**config.mk**
```make
export PLATFORM = sky130hd
export DESIGN_NAME = lcd_i8080_top
export DESIGN_NICKNAME = d
export VERILOG_FILES = /design/src/lcd_pkg.sv /design/src/lcd_bus_timer.sv /design/src/lcd_cmd_seq.sv /design/src/lcd_fifo.sv /design/src/lcd_i8080_top.sv /design/src/lcd_regs.sv /design/src/lcd_te_sync.sv
export VERILOG_INCLUDE_DIRS = /design/src
export SDC_FILE = /design/constraint.sdc
export NUM_CORES = 1
export LEC_CHECK = 0
export ABC_AREA = 1
export BUFFER_PORTS_ARGS = -buffer_cell sky130_fd_sc_hd__clkbuf_2
export CAP_MARGIN = 40
export CORE_ASPECT_RATIO = 0.6
export CORE_MARGIN = 2
export CORE_UTILIZATION = 40
export CTS_CLUSTER_DIAMETER = 80
export DETAILED_ROUTE_END_ITERATION = 12
export PLACE_DENSITY = 0.54
export SLEW_MARGIN = 25
export SYNTH_ARGS = -nofsm -noshare
export SYNTH_HDL_FRONTEND = slang
export SYNTH_SLANG_ARGS = --single-unit
```
**constraint.sdc**
```tcl
create_clock -name aclk -period 3.3 [get_ports aclk]
set_input_delay 0.165 -clock aclk [delete_from_list [all_inputs] [get_ports aclk]]
set_output_delay 0.165 -clock aclk [all_outputs]
set_load 0.01 [all_outputs]
```
**src/lcd_defines.svh**
```systemverilog
////////////////////////////////////////////////////////////////////////////
// i8080 LCD controller, register map and build constants
////////////////////////////////////////////////////////////////////////////
`ifndef LCD_DEFINES_SVH
`define LCD_DEFINES_SVH

// register byte offsets
`define LCD_VERSION_OFS    8'h00
`define LCD_CFG0_OFS       8'h04
`define LCD_CFG1_OFS       8'h08
`define LCD_CMD_FIFO_OFS   8'h10
`define LCD_DATA_FIFO_OFS  8'h14
`define LCD_CSN_OFS        8'h18

`define LCD_VERSION        32'h80230125

// 4 entries per FIFO
`define LCD_FIFO_AW        2

// panel data pins
`define LCD_BUS_W          16

`endif

```
**src/lcd_pkg.sv**
```systemverilog
////////////////////////////////////////////////////////////////////////////
// i8080 LCD controller, shared struct and enum types
////////////////////////////////////////////////////////////////////////////
`default_nettype none

`include "lcd_defines.svh"

package lcd_pkg;

  typedef struct packed {
    logic [7:0]  wr_0_len;   // WR low cycles minus one
    logic [7:0]  wr_1_len;   // WR high cycles minus one
    logic [1:0]  bus_bytes;  // 1 = 8 bit, 2 = 16 bit
    logic [15:0] te_delay;
    logic        lcd_rst;    // drives the panel reset pin
  } lcd_cfg_t;

  typedef enum logic [1:0] {
    op_write_cmd   = 2'd0,
    op_write_param = 2'd1,
    op_write_n     = 2'd2,
    op_sync        = 2'd3
  } lcd_op_e;

  // arg holds byte count, single write value, or sync flags {te, int}
  typedef struct packed {
    lcd_op_e     op;
    logic [5:0]  rsvd;
    logic [23:0] arg;
  } lcd_cmd_t;

  typedef struct packed {
    logic [`LCD_BUS_W-1:0] data;
    logic                  dc;
  } lcd_beat_t;

  typedef struct packed {
    logic [7:0]  addr;
    logic [31:0] data;
  } lcd_reg_req_t;

endpackage

`default_nettype wire

```
**src/lcd_bus_timer.sv**
```systemverilog
////////////////////////////////////////////////////////////////////////////
// i8080 LCD controller, WR phase timer driving the panel pins
////////////////////////////////////////////////////////////////////////////
`timescale 1ns/1ps
`default_nettype none

`include "lcd_defines.svh"

module lcd_bus_timer (
  input  wire                     aclk,
  input  wire                     arstn,
  input  wire lcd_pkg::lcd_cfg_t  cfg,
  input  wire                     beat_strobe,
  input  wire lcd_pkg::lcd_beat_t beat,
  output logic                    bus_busy,
  output logic                    wr,
  output logic                    dc,
  output logic                    oe,
  output logic [`LCD_BUS_W-1:0]   dout
);

  logic [7:0] phase_cnt;
  logic [7:0] phase_end;

  assign phase_end = wr ? cfg.wr_1_len : cfg.wr_0_len;

  always_ff @(posedge aclk or negedge arstn) begin
    if (!arstn) begin
      bus_busy  <= 1'b0;
      wr        <= 1'b1;
      dc        <= 1'b1;
      oe        <= 1'b0;
      phase_cnt <= '0;
    end else if (beat_strobe) begin
      bus_busy  <= 1'b1;
      wr        <= 1'b0;  // low phase starts next cycle
      dc        <= beat.dc;
      oe        <= 1'b1;
      phase_cnt <= '0;
    end else if (bus_busy) begin
      if (phase_cnt != phase_end) begin
        phase_cnt <= phase_cnt + 8'd1;
      end else begin
        phase_cnt <= '0;
        if (!wr) begin
          wr <= 1'b1;  // panel latches on this edge
        end else begin
          bus_busy <= 1'b0;
          dc       <= 1'b1;
          oe       <= 1'b0;
        end
      end
    end
  end

  always_ff @(posedge aclk) begin
    if (beat_strobe)
      dout <= beat.data;
  end

  // data and DC must settle before WR goes low and hold until it rises
  assert property (@(posedge aclk) disable iff (!arstn)
    (!wr ##1 !wr) |-> ($stable(dout) && $stable(dc)))
    else $error("panel data changed during WR low");

endmodule

`default_nettype wire

```
**src/lcd_cmd_seq.sv**
```systemverilog
////////////////////////////////////////////////////////////////////////////
// i8080 LCD controller, command sequencer
// pops commands, unpacks data words into beats, handles sync ops
////////////////////////////////////////////////////////////////////////////
`timescale 1ns/1ps
`default_nettype none

`include "lcd_defines.svh"

module lcd_cmd_seq (
  input  wire                    aclk,
  input  wire                    arstn,
  input  wire lcd_pkg::lcd_cfg_t cfg,
  input  wire lcd_pkg::lcd_cmd_t cmd_dout,
  input  wire                    cmd_empty,
  output logic                   cmd_pop,
  input  wire [31:0]             data_dout,
  input  wire                    data_empty,
  output logic                   data_pop,
  output logic                   te_arm,
  input  wire                    te_go,
  input  wire                    bus_busy,
  output logic                   beat_strobe,
  output lcd_pkg::lcd_beat_t     beat,
  output logic                   int_strb
);
  import lcd_pkg::*;

  typedef enum logic [2:0] {idle, wait_data, send, wait_te, drain} state_t;

  state_t                state;
  logic [31:0]           word;
  logic [1:0]            byte_idx;
  logic [1:0]            next_idx;
  logic [1:0]            step;
  logic [23:0]           count;
  logic [23:0]           sent;
  logic [23:0]           sent_next;
  logic                  dc_q;
  logic                  single;    // one beat from the command word
  logic                  bus_free;
  logic [`LCD_BUS_W-1:0] lane;

  assign step      = (cfg.bus_bytes == 2'd2) ? 2'd2 : 2'd1;
  assign next_idx  = byte_idx + step;
  assign sent_next = sent + 24'(step);
  assign bus_free  = !bus_busy && !beat_strobe;  // busy lags the strobe by one
  assign cmd_pop   = (state == idle) && !cmd_empty;
  assign data_pop  = (state == wait_data) && !data_empty;

  // low bytes go out first
  always_comb begin
    if (single)
      lane = word[15:0];
    else if (step == 2'd2)
      lane = byte_idx[1] ? word[31:16] : word[15:0];
    else
      lane = {8'h00, word[8*byte_idx +: 8]};
  end

  always_ff @(posedge aclk) begin
    if (cmd_pop)
      word <= {16'h0000, cmd_dout.arg[15:0]};
    else if (data_pop)
      word <= data_dout;
    if (state == send && bus_free)
      beat <= '{data: lane, dc: dc_q};
  end

  always_ff @(posedge aclk or negedge arstn) begin
    if (!arstn) begin
      state       <= idle;
      beat_strobe <= 1'b0;
      te_arm      <= 1'b0;
      int_strb    <= 1'b0;
      count       <= '0;
      sent        <= '0;
      byte_idx    <= '0;
      dc_q        <= 1'b1;
      single      <= 1'b0;
    end else begin
      beat_strobe <= 1'b0;
      te_arm      <= 1'b0;
      int_strb    <= 1'b0;
      case (state)
        idle: begin
          if (!cmd_empty) begin
            sent     <= '0;
            byte_idx <= '0;
            count    <= cmd_dout.arg;
            dc_q     <= (cmd_dout.op != op_write_cmd);
            single   <= (cmd_dout.op != op_write_n);
            case (cmd_dout.op)
              op_write_cmd, op_write_param: state <= send;
              op_write_n: begin
                if (cmd_dout.arg != '0)  // zero count sends nothing
                  state <= wait_data;
              end
              default: begin  // sync
                if (cmd_dout.arg[1]) begin
                  te_arm <= 1'b1;
                  state  <= wait_te;
                end else begin
                  int_strb <= cmd_dout.arg[0];
                end
              end
            endcase
          end
        end
        wait_data: begin
          if (!data_empty)
            state <= send;
        end
        send: begin
          if (bus_free) begin
            beat_strobe <= 1'b1;
            sent        <= sent_next;
            byte_idx    <= next_idx;
            if (single || sent_next >= count)
              state <= drain;
            else if (next_idx == 2'd0)
              state <= wait_data;  // word used up
          end
        end
        wait_te: begin
          if (te_go)
            state <= idle;
        end
        drain: begin
          if (bus_free)
            state <= idle;
        end
        default: state <= idle;
      endcase
    end
  end

  // the bus timer accepts a beat only while idle
  assert property (@(posedge aclk) disable iff (!arstn) beat_strobe |-> !bus_busy)
    else $error("beat strobe while bus busy");

endmodule

`default_nettype wire

```
**src/lcd_fifo.sv**
```systemverilog
////////////////////////////////////////////////////////////////////////////
// i8080 LCD controller, synchronous FIFO with a typed payload
////////////////////////////////////////////////////////////////////////////
`timescale 1ns/1ps
`default_nettype none

`include "lcd_defines.svh"

module lcd_fifo #(
  parameter type payload_t = logic [31:0],
  parameter int  aw        = `LCD_FIFO_AW
) (
  input  wire           aclk,
  input  wire           arstn,
  input  wire           push,
  input  wire payload_t din,
  output logic          full,
  input  wire           pop,
  output payload_t      dout,
  output logic          empty
);

  localparam int depth = 1 << aw;

  payload_t      mem [depth];
  logic [aw-1:0] wr_ptr;
  logic [aw-1:0] rd_ptr;
  logic [aw:0]   count;

  assign full  = (count == (aw+1)'(depth));
  assign empty = (count == '0);
  assign dout  = mem[rd_ptr];  // head word, valid while not empty

  always_ff @(posedge aclk) begin
    if (push)
      mem[wr_ptr] <= din;
  end

  always_ff @(posedge aclk or negedge arstn) begin
    if (!arstn) begin
      wr_ptr <= '0;
      rd_ptr <= '0;
      count  <= '0;
    end else begin
      if (push)
        wr_ptr <= wr_ptr + 1'b1;
      if (pop)
        rd_ptr <= rd_ptr + 1'b1;
      case ({push, pop})
        2'b10:   count <= count + 1'b1;
        2'b01:   count <= count - 1'b1;
        default: count <= count;
      endcase
    end
  end

  // producer and consumer both have to respect the flags
  assert property (@(posedge aclk) disable iff (!arstn) !(push && full) && !(pop && empty))
    else $error("fifo overflow or underflow");

endmodule

`default_nettype wire

```
**src/lcd_i8080_top.sv**
```systemverilog
////////////////////////////////////////////////////////////////////////////
// i8080 LCD controller, top level
////////////////////////////////////////////////////////////////////////////
`timescale 1ns/1ps
`default_nettype none

`include "lcd_defines.svh"

module lcd_i8080_top (
  input  wire                       aclk,
  input  wire                       arstn,
  input  wire                       reg_wr_en,
  input  wire lcd_pkg::lcd_reg_req_t reg_wr,
  output logic                      reg_wr_ack,
  input  wire                       reg_rd_en,
  input  wire [7:0]                 reg_rd_addr,
  output logic [31:0]               reg_rd_data,
  output logic                      reg_rd_ack,
  input  wire                       te,
  output logic                      lcd_rst_n,
  output logic                      csn,
  output logic                      wr,
  output logic                      dc,
  output logic                      oe,
  output logic [`LCD_BUS_W-1:0]     dout,
  output logic                      int_strb,
  output logic                      data_fifo_ready
);
  import lcd_pkg::*;

  lcd_cfg_t    cfg;
  lcd_cmd_t    cmd_din, cmd_dout;
  logic [31:0] data_din, data_dout;
  logic        cmd_push, cmd_full, cmd_pop, cmd_empty;
  logic        data_push, data_full, data_pop, data_empty;
  logic        te_arm, te_go;
  logic        bus_busy, beat_strobe;
  lcd_beat_t   beat;

  assign lcd_rst_n       = cfg.lcd_rst;
  assign data_fifo_ready = !data_full;

  lcd_regs u_regs (
    .aclk, .arstn, .reg_wr_en, .reg_wr, .reg_wr_ack,
    .reg_rd_en, .reg_rd_addr, .reg_rd_data, .reg_rd_ack,
    .cfg, .csn, .cmd_push, .cmd_din, .data_push, .data_din,
    .cmd_full, .data_full
  );

  lcd_fifo #(.payload_t(lcd_cmd_t)) cmd_fifo (
    .aclk, .arstn, .push(cmd_push), .din(cmd_din), .full(cmd_full),
    .pop(cmd_pop), .dout(cmd_dout), .empty(cmd_empty)
  );

  lcd_fifo #(.payload_t(logic [31:0])) data_fifo (
    .aclk, .arstn, .push(data_push), .din(data_din), .full(data_full),
    .pop(data_pop), .dout(data_dout), .empty(data_empty)
  );

  lcd_te_sync u_te_sync (
    .aclk, .arstn, .te, .te_arm, .te_delay(cfg.te_delay), .te_go
  );

  lcd_cmd_seq u_cmd_seq (
    .aclk, .arstn, .cfg, .cmd_dout, .cmd_empty, .cmd_pop,
    .data_dout, .data_empty, .data_pop, .te_arm, .te_go,
    .bus_busy, .beat_strobe, .beat, .int_strb
  );

  lcd_bus_timer u_bus_timer (
    .aclk, .arstn, .cfg, .beat_strobe, .beat, .bus_busy,
    .wr, .dc, .oe, .dout
  );

endmodule

`default_nettype wire

```
**src/lcd_regs.sv**
```systemverilog
////////////////////////////////////////////////////////////////////////////
// i8080 LCD controller, host register file
// config and chip select storage, readback, FIFO pushes with ack stall
////////////////////////////////////////////////////////////////////////////
`timescale 1ns/1ps
`default_nettype none

`include "lcd_defines.svh"

module lcd_regs (
  input  wire                       aclk,
  input  wire                       arstn,
  input  wire                       reg_wr_en,
  input  wire lcd_pkg::lcd_reg_req_t reg_wr,
  output logic                      reg_wr_ack,
  input  wire                       reg_rd_en,
  input  wire [7:0]                 reg_rd_addr,
  output logic [31:0]               reg_rd_data,
  output logic                      reg_rd_ack,
  output lcd_pkg::lcd_cfg_t         cfg,
  output logic                      csn,
  output logic                      cmd_push,
  output lcd_pkg::lcd_cmd_t         cmd_din,
  output logic                      data_push,
  output logic [31:0]               data_din,
  input  wire                       cmd_full,
  input  wire                       data_full
);
  import lcd_pkg::*;

  logic [7:0] wr_ofs;
  logic [7:0] rd_ofs;

  assign wr_ofs = {reg_wr.addr[7:2], 2'b00};  // word aligned
  assign rd_ofs = {reg_rd_addr[7:2], 2'b00};

  assign cmd_din   = lcd_cmd_t'(reg_wr.data);
  assign data_din  = reg_wr.data;
  assign cmd_push  = reg_wr_en && (wr_ofs == `LCD_CMD_FIFO_OFS) && !cmd_full;
  assign data_push = reg_wr_en && (wr_ofs == `LCD_DATA_FIFO_OFS) && !data_full;

  // FIFO writes hold off while full, everything else acks at once
  always_comb begin
    reg_wr_ack = 1'b0;
    if (reg_wr_en) begin
      case (wr_ofs)
        `LCD_CMD_FIFO_OFS:  reg_wr_ack = !cmd_full;
        `LCD_DATA_FIFO_OFS: reg_wr_ack = !data_full;
        default:            reg_wr_ack = 1'b1;
      endcase
    end
  end

  always_ff @(posedge aclk or negedge arstn) begin
    if (!arstn) begin
      cfg.wr_0_len  <= '0;
      cfg.wr_1_len  <= '0;
      cfg.bus_bytes <= 2'd1;  // 8 bit bus
      cfg.te_delay  <= '0;
      cfg.lcd_rst   <= 1'b0;  // panel held in reset
      csn           <= 1'b1;
    end else if (reg_wr_en) begin
      case (wr_ofs)
        `LCD_CFG0_OFS: begin
          cfg.wr_0_len <= reg_wr.data[7:0];
          cfg.wr_1_len <= reg_wr.data[15:8];
        end
        `LCD_CFG1_OFS: begin
          cfg.te_delay  <= reg_wr.data[31:16];
          cfg.lcd_rst   <= reg_wr.data[4];
          cfg.bus_bytes <= reg_wr.data[1:0];
        end
        `LCD_CSN_OFS: csn <= reg_wr.data[0];
        default: ;
      endcase
    end
  end

  assign reg_rd_ack = reg_rd_en;

  always_comb begin
    reg_rd_data = '0;
    if (reg_rd_en) begin
      case (rd_ofs)
        `LCD_VERSION_OFS: reg_rd_data = `LCD_VERSION;
        `LCD_CFG0_OFS:    reg_rd_data = {16'h0000, cfg.wr_1_len, cfg.wr_0_len};
        `LCD_CFG1_OFS:    reg_rd_data = {cfg.te_delay, 11'h000, cfg.lcd_rst,
                                         2'b00, cfg.bus_bytes};
        `LCD_CSN_OFS:     reg_rd_data = {31'h0, csn};
        default:          reg_rd_data = '0;  // FIFO ports are write only
      endcase
    end
  end

endmodule

`default_nettype wire

```
**src/lcd_te_sync.sv**
```systemverilog
////////////////////////////////////////////////////////////////////////////
// i8080 LCD controller, TE synchronizer with armed edge and delay
////////////////////////////////////////////////////////////////////////////
`timescale 1ns/1ps
`default_nettype none

module lcd_te_sync (
  input  wire        aclk,
  input  wire        arstn,
  input  wire        te,
  input  wire        te_arm,
  input  wire [15:0] te_delay,
  output logic       te_go
);

  logic [2:0]  te_q;       // [1] is the synchronized level
  logic        te_rise;
  logic        armed;
  logic        counting;
  logic [15:0] delay_cnt;

  assign te_rise = te_q[1] & ~te_q[2];
  assign te_go   = counting && (delay_cnt == '0);

  always_ff @(posedge aclk or negedge arstn) begin
    if (!arstn) begin
      te_q      <= '0;
      armed     <= 1'b0;
      counting  <= 1'b0;
      delay_cnt <= '0;
    end else begin
      te_q <= {te_q[1:0], te};
      if (te_arm) begin
        armed <= 1'b1;  // earlier edges are ignored
      end else if (armed && te_rise) begin
        armed     <= 1'b0;
        counting  <= 1'b1;
        delay_cnt <= te_delay;
      end else if (counting) begin
        if (delay_cnt == '0)
          counting <= 1'b0;
        else
          delay_cnt <= delay_cnt - 16'd1;
      end
    end
  end

endmodule

`default_nettype wire

```
==> load_flow_metrics.sql <==
INSERT INTO impl_metrics (metric_group, metric, value, unit) VALUES
('clock_tree', 'numClockSinks', '438', ''),
('placed_design', 'globalplace.congestion', '0.886', ''),
('layout', 'nets', '2194', ''),
('layout', 'num-fill-cells', '4485', ''),
('setup_path', 'worst-endpoint-required', '3750', 'ps'),
('layout', 'fin_util', '47.6', '%'),
('logic_synthesis', 'synth_cell_types', '46', ''),
('logic_synthesis', 'postSynth.topFlopCell', 'sky130_fd_sc_hd__edfxtp_1', ''),
('logic_synthesis', 'asyncSetResetFlopFracSynth', '32.2', '%'),
('power_and_ir_drop', 'power.net_switching', '7.17', 'mW'),
('clock_tree', 'cts-htree-levels', '2', ''),
('power_and_ir_drop', 'power.switching_fraction', '38.3', '%'),
('placed_design', 'port_buffers', '105', ''),
('timing', 'hold_viol_final', '0', ''),
('layout', 'seq_area', '0.0123', 'mm2'),
('power_and_ir_drop', 'total_leakage_power', '9.55', 'nW'),
('layout', 'drive_gt1_share', '14.7', '%'),
('timing', 'worst_slew_pin_slew', '746', 'ps'),
('floorplan', 'die-area', '0.0506', 'mm2'),
('grt', 'grt_util_all_layers', '20.9', '%'),
('timing', 'fmax', '0.323', 'GHz'),
('clock_tree', 'clockRootBuffer', 'sky130_fd_sc_hd__clkbuf_16', ''),
('placed_design', 'dp_hpwl', '36700', 'um'),
('setup_path', 'crit_arrival', '3540', 'ps'),
('power_and_ir_drop', 'pwr-share-seq', '38.7', '%'),
('detailed_routing', 'drc', '0', ''),
('power_and_ir_drop', 'pwr-share-clk', '27.0', '%'),
('clock_tree', 'clock_latency_reported_for_the_late_side_of_the_worst_skew_pair', '560', 'ps'),
('power_and_ir_drop', 'power.density', '819', 'mW/mm2'),
('detailed_routing', 'avgViaCountPerCell', '5.19', ''),
('logic_synthesis', 'syn-num-nets', '2034', ''),
('detailed_routing', 'drt-initial-drc-count', '1151', ''),
('setup_path', 'cp-start-kind', 'flip-flop', ''),
('detailed_routing', 'totalWireLength', '52800', 'um'),
('timing', 'layout_min_cycle_time', '3100', 'ps'),
('grt', 'antenna_violations_before_repair', '2', ''),
('floorplan', 'rows', '62', ''),
('logic_synthesis', 'share_of_the_yosys_chip_area_belonging_to_registers', '63.0', '%'),
('layout', 'syn_to_final_growth', '17.0', '%'),
('setup_path', 'worstSetupEndpointType', 'flip-flop', ''),
('timing', 'final-setup-viol-count', '0', ''),
('power_and_ir_drop', 'ir_drop_worst_vdd', '506', 'uV'),
('clock_tree', 'numCtsBuffers', '42', ''),
('power_and_ir_drop', 'p_int', '11.5', 'mW'),
('logic_synthesis', 'syn-cell-area', '0.0195', 'mm2'),
('detailed_routing', 'wl_per_cell', '19.0', 'um'),
('detailed_routing', 'final_antenna_net_count', '0', ''),
('timing', 'final_min_period_over_clock_period', '93.8', '%'),
('power_and_ir_drop', 'combinationalPowerShare', '34.2', '%'),
('grt', 'grt_max_degree', '66', ''),
('logic_synthesis', 'yosys_warnings', '0', ''),
('timing', 'maxSlewViolCount', '0', ''),
('outcome', 'run_status', 'complete, no violations', ''),
('detailed_routing', 'dr.pass1.iters', '6', ''),
('timing', 'unrepaired_setup_endpoints_after_global_routing', 'yes', ''),
('grt', 'globalRoute.totalOverflow', '0', ''),
('floorplan', 'die_width', '289', 'um'),
('timing', 'setup_total_negative_slack', '0', 'ps'),
('setup_path', 'setup.worst_path.class', 'flip-flop to flip-flop', ''),
('floorplan', 'floorplan.die.height', '175', 'um'),
('floorplan', 'core_area', '0.0480', 'mm2'),
('worst_hold_path', 'min_path_type', 'input port to flip-flop', ''),
('timing', 'worst_slack', '205', 'ps'),
('clock_tree', 'cts.path.max_buffers', '3', ''),
('placed_design', 'pre_cts_slack', '-50.6', 'ps'),
('timing', 'fin_hold_ws', '13.8', 'ps'),
('clock_tree', 'cts_tree', 'yes', ''),
('logic_synthesis', 'post_synthesis_cell_count', '1940', ''),
('grt', 'grt_pass1_wl', '80800', 'um'),
('timing', 'final_clock_skew', '20.9', 'ps'),
('layout', 'multi_input_area', '0.00634', 'mm2'),
('floorplan', 'floorplan.initialDensity', '40.7', '%'),
('grt', 'grt_pass1_vias', '13500', ''),
('logic_synthesis', 'avgSynthCellArea', '10.1', 'um2'),
('logic_synthesis', 'number_of_enable_flip_flop_cells_after_synthesis', '281', ''),
('power_and_ir_drop', 'total_power', '18.7', 'mW'),
('clock_tree', 'clk_pin_slew', '70', 'ps'),
('setup_path', 'crit_fanout', '4', ''),
('floorplan', 'top_level_ports', '110', ''),
('timing', 'relSlewSlack', '50.2', '%'),
('detailed_routing', 'vias', '14400', ''),
('flow_run', 'maxCapViolCount', '0', ''),
('logic_synthesis', 'ys_ff_latch', '438', '');
==> registers in the layout, summed over array words and instances, names as in the netlist, 2 cells and up <==
signal	count
cmd_fifo.count	3
data_fifo.wr_ptr	2
u_cmd_seq.word	32
u_cmd_seq.count	24
u_bus_timer.phase_cnt	8
cmd_fifo.wr_ptr	2
cmd_fifo.rd_ptr	2
u_cmd_seq.byte_idx	2
u_te_sync.delay_cnt	16
data_fifo.rd_ptr	2
data_fifo.count	3
u_cmd_seq.state	3
u_cmd_seq.beat	17
data_fifo.mem	128
u_bus_timer.dout	16
u_te_sync.te_q	3
u_regs.cfg	35
u_cmd_seq.sent	24
cmd_fifo.mem	104
==> critical path, cell delays in order, from the launching register on <==
cell and delay, ps:
sky130_fd_sc_hd__dfstp_2 550, sky130_fd_sc_hd__inv_2 50, sky130_fd_sc_hd__nand2_4 90, sky130_fd_sc_hd__nand2_2 80
sky130_fd_sc_hd__nand2_2 80, sky130_fd_sc_hd__inv_2 40, sky130_fd_sc_hd__ha_4 150, sky130_fd_sc_hd__inv_2 60
sky130_fd_sc_hd__nand2_4 50, sky130_fd_sc_hd__nand2_4 110, sky130_fd_sc_hd__nor2_1 80, sky130_fd_sc_hd__or2_2 280
sky130_fd_sc_hd__and2_1 150, sky130_fd_sc_hd__ha_1 270, sky130_fd_sc_hd__nand2_1 80, sky130_fd_sc_hd__nor2_4 120
sky130_fd_sc_hd__nand4_1 160, sky130_fd_sc_hd__nor2_1 130, sky130_fd_sc_hd__nand2_1 90, sky130_fd_sc_hd__nand4_1 130
sky130_fd_sc_hd__nand3_1 110, sky130_fd_sc_hd__nand2_1 80, sky130_fd_sc_hd__nand2_1 40
==> synthesized netlist by cell type, drive strengths merged (5+ instances only) <==
cell / number / area [um2]
xor2: 26 / 228
nand3: 122 / 623
nand2: 429 / 1650
inv: 188 / 706
a21oi: 40 / 200
nor3: 34 / 175
nor4: 10 / 62.6
buf: 31 / 163
edfxtp: 281 / 8440
o22ai: 29 / 181
o21ai: 186 / 935
xnor2: 9 / 78.8
dfstp: 5 / 131
nor2: 231 / 907
a31oi: 19 / 119
dfxtp: 16 / 320
ha: 39 / 488
and2: 6 / 37.5
nand4: 20 / 125
dfrtp: 136 / 3400
clkbuf: 41 / 154
mux2: 20 / 225
==> timing repair <==
| action | CTS | global route |
|---|---|---|
| endpoints found under the hold margin | 228 | 0 |
| gates cloned | 0 | 0 |
| buffers inserted | 0 | 6 |
| endpoints found under the setup margin | 2 | 3 |
| hold buffers | 30 | 0 |
| gates resized for setup | 1 | 32 |
| pin swaps | 1 | 18 |
==> cell families (layout without fill, tap and decap cells) <==
| kind of cell | count (synthesis) | count (layout) | synth area share, % |
|---|---|---|---|
| other cells | 0 | 1 | 0 |
| flops | 438 | 438 | 63.0 |
| mux | 20 | 20 | 1.15 |
| buf+inv | 263 | 456 | 5.29 |
| xor+xnor | 35 | 35 | 1.57 |
| simple gates | 858 | 858 | 18.5 |
| fa+ha+maj | 41 | 41 | 2.70 |
| compound gates | 285 | 285 | 7.79 |
==> routing by layer <==
metal	global-route usage [%]	share of wire (%)	wire [um]	up-vias
met5	0	0	0	-
met4	3.35	1.1	606	0
met3	4.56	7.4	3880	51
met2	29.1	41	21600	473
met1	33.5	51	26700	7011
li1	-	-	-	6869
==> stage by stage <==
step / cells / area (um2)
2_1_floorplan: 1940 / 19500
3_3_place_gp: 2658 / 20900
3_5_place_dp: 2659 / 20900
4_1_cts: 2766 / 22700
5_1_grt: 2774 / 22800
6_report: 2774 / 22800
==> cell type report <==
class,count,share of cell area [%]
clock inverters,21,1.10
well taps,640,3.51
clock buffers,56,5.14
inverters,191,3.14
flip-flops and latches,438,53.8
repair buffers,188,5.50
diodes,1,0.0110
multi-input cells,1239,27.8
==> path summary, 6_finish.rpt <==
path                                   startpoint                    to  slack (ps)  cells past startpoint
max in group asynchronous                   arstn   data_fifo.rd_ptr[0]        2320                      3
worst min register to register  u_te_sync.te_q[1]     u_te_sync.te_q[2]         380                      0
worst min-delay path                   reg_wr[19]  data_fifo.mem[3][19]          10                      1
worst max-delay path               u_regs.cfg[17]    u_cmd_seq.state[0]         200                     22
min in group asynchronous                   arstn   data_fifo.wr_ptr[0]         110                      2
worst max register to register     u_regs.cfg[17]    u_cmd_seq.state[0]         200                     22
==> layout by cell type (no fill, tap or decap), types with 20 or more instances in the layout <==
cell type | Yosys | final
sky130_fd_sc_hd__a21oi_1 | 40 | 40
sky130_fd_sc_hd__buf_4 | 6 | 49
sky130_fd_sc_hd__clkbuf_16 | 0 | 43
sky130_fd_sc_hd__clkbuf_2 | 0 | 104
sky130_fd_sc_hd__dfrtp_1 | 136 | 134
sky130_fd_sc_hd__dlygate4sd3_1 | 0 | 30
sky130_fd_sc_hd__edfxtp_1 | 281 | 281
sky130_fd_sc_hd__ha_1 | 39 | 36
sky130_fd_sc_hd__inv_1 | 181 | 175
sky130_fd_sc_hd__mux2_2 | 20 | 20
sky130_fd_sc_hd__nand2_1 | 419 | 413
sky130_fd_sc_hd__nand3_1 | 121 | 121
sky130_fd_sc_hd__nand4_1 | 20 | 20
sky130_fd_sc_hd__nor2_1 | 223 | 212
sky130_fd_sc_hd__nor3_1 | 33 | 32
sky130_fd_sc_hd__o21ai_0 | 184 | 183
sky130_fd_sc_hd__o22ai_1 | 29 | 29
sky130_fd_sc_hd__xor2_1 | 26 | 26
==> power by group through the flow <==
stage	Combinational (mW)	Clock [mW]	Sequential, mW
final	6.41	5.06	7.25
after global routing	7.18	5.41	7.33
after CTS	6.30	5.16	7.24
after detailed placement	6.25	0	7.34
after global placement	6.13	0	7.32
after floorplan	4.11	0	7.19
Note: power is estimated with default switching activity, not from simulation.
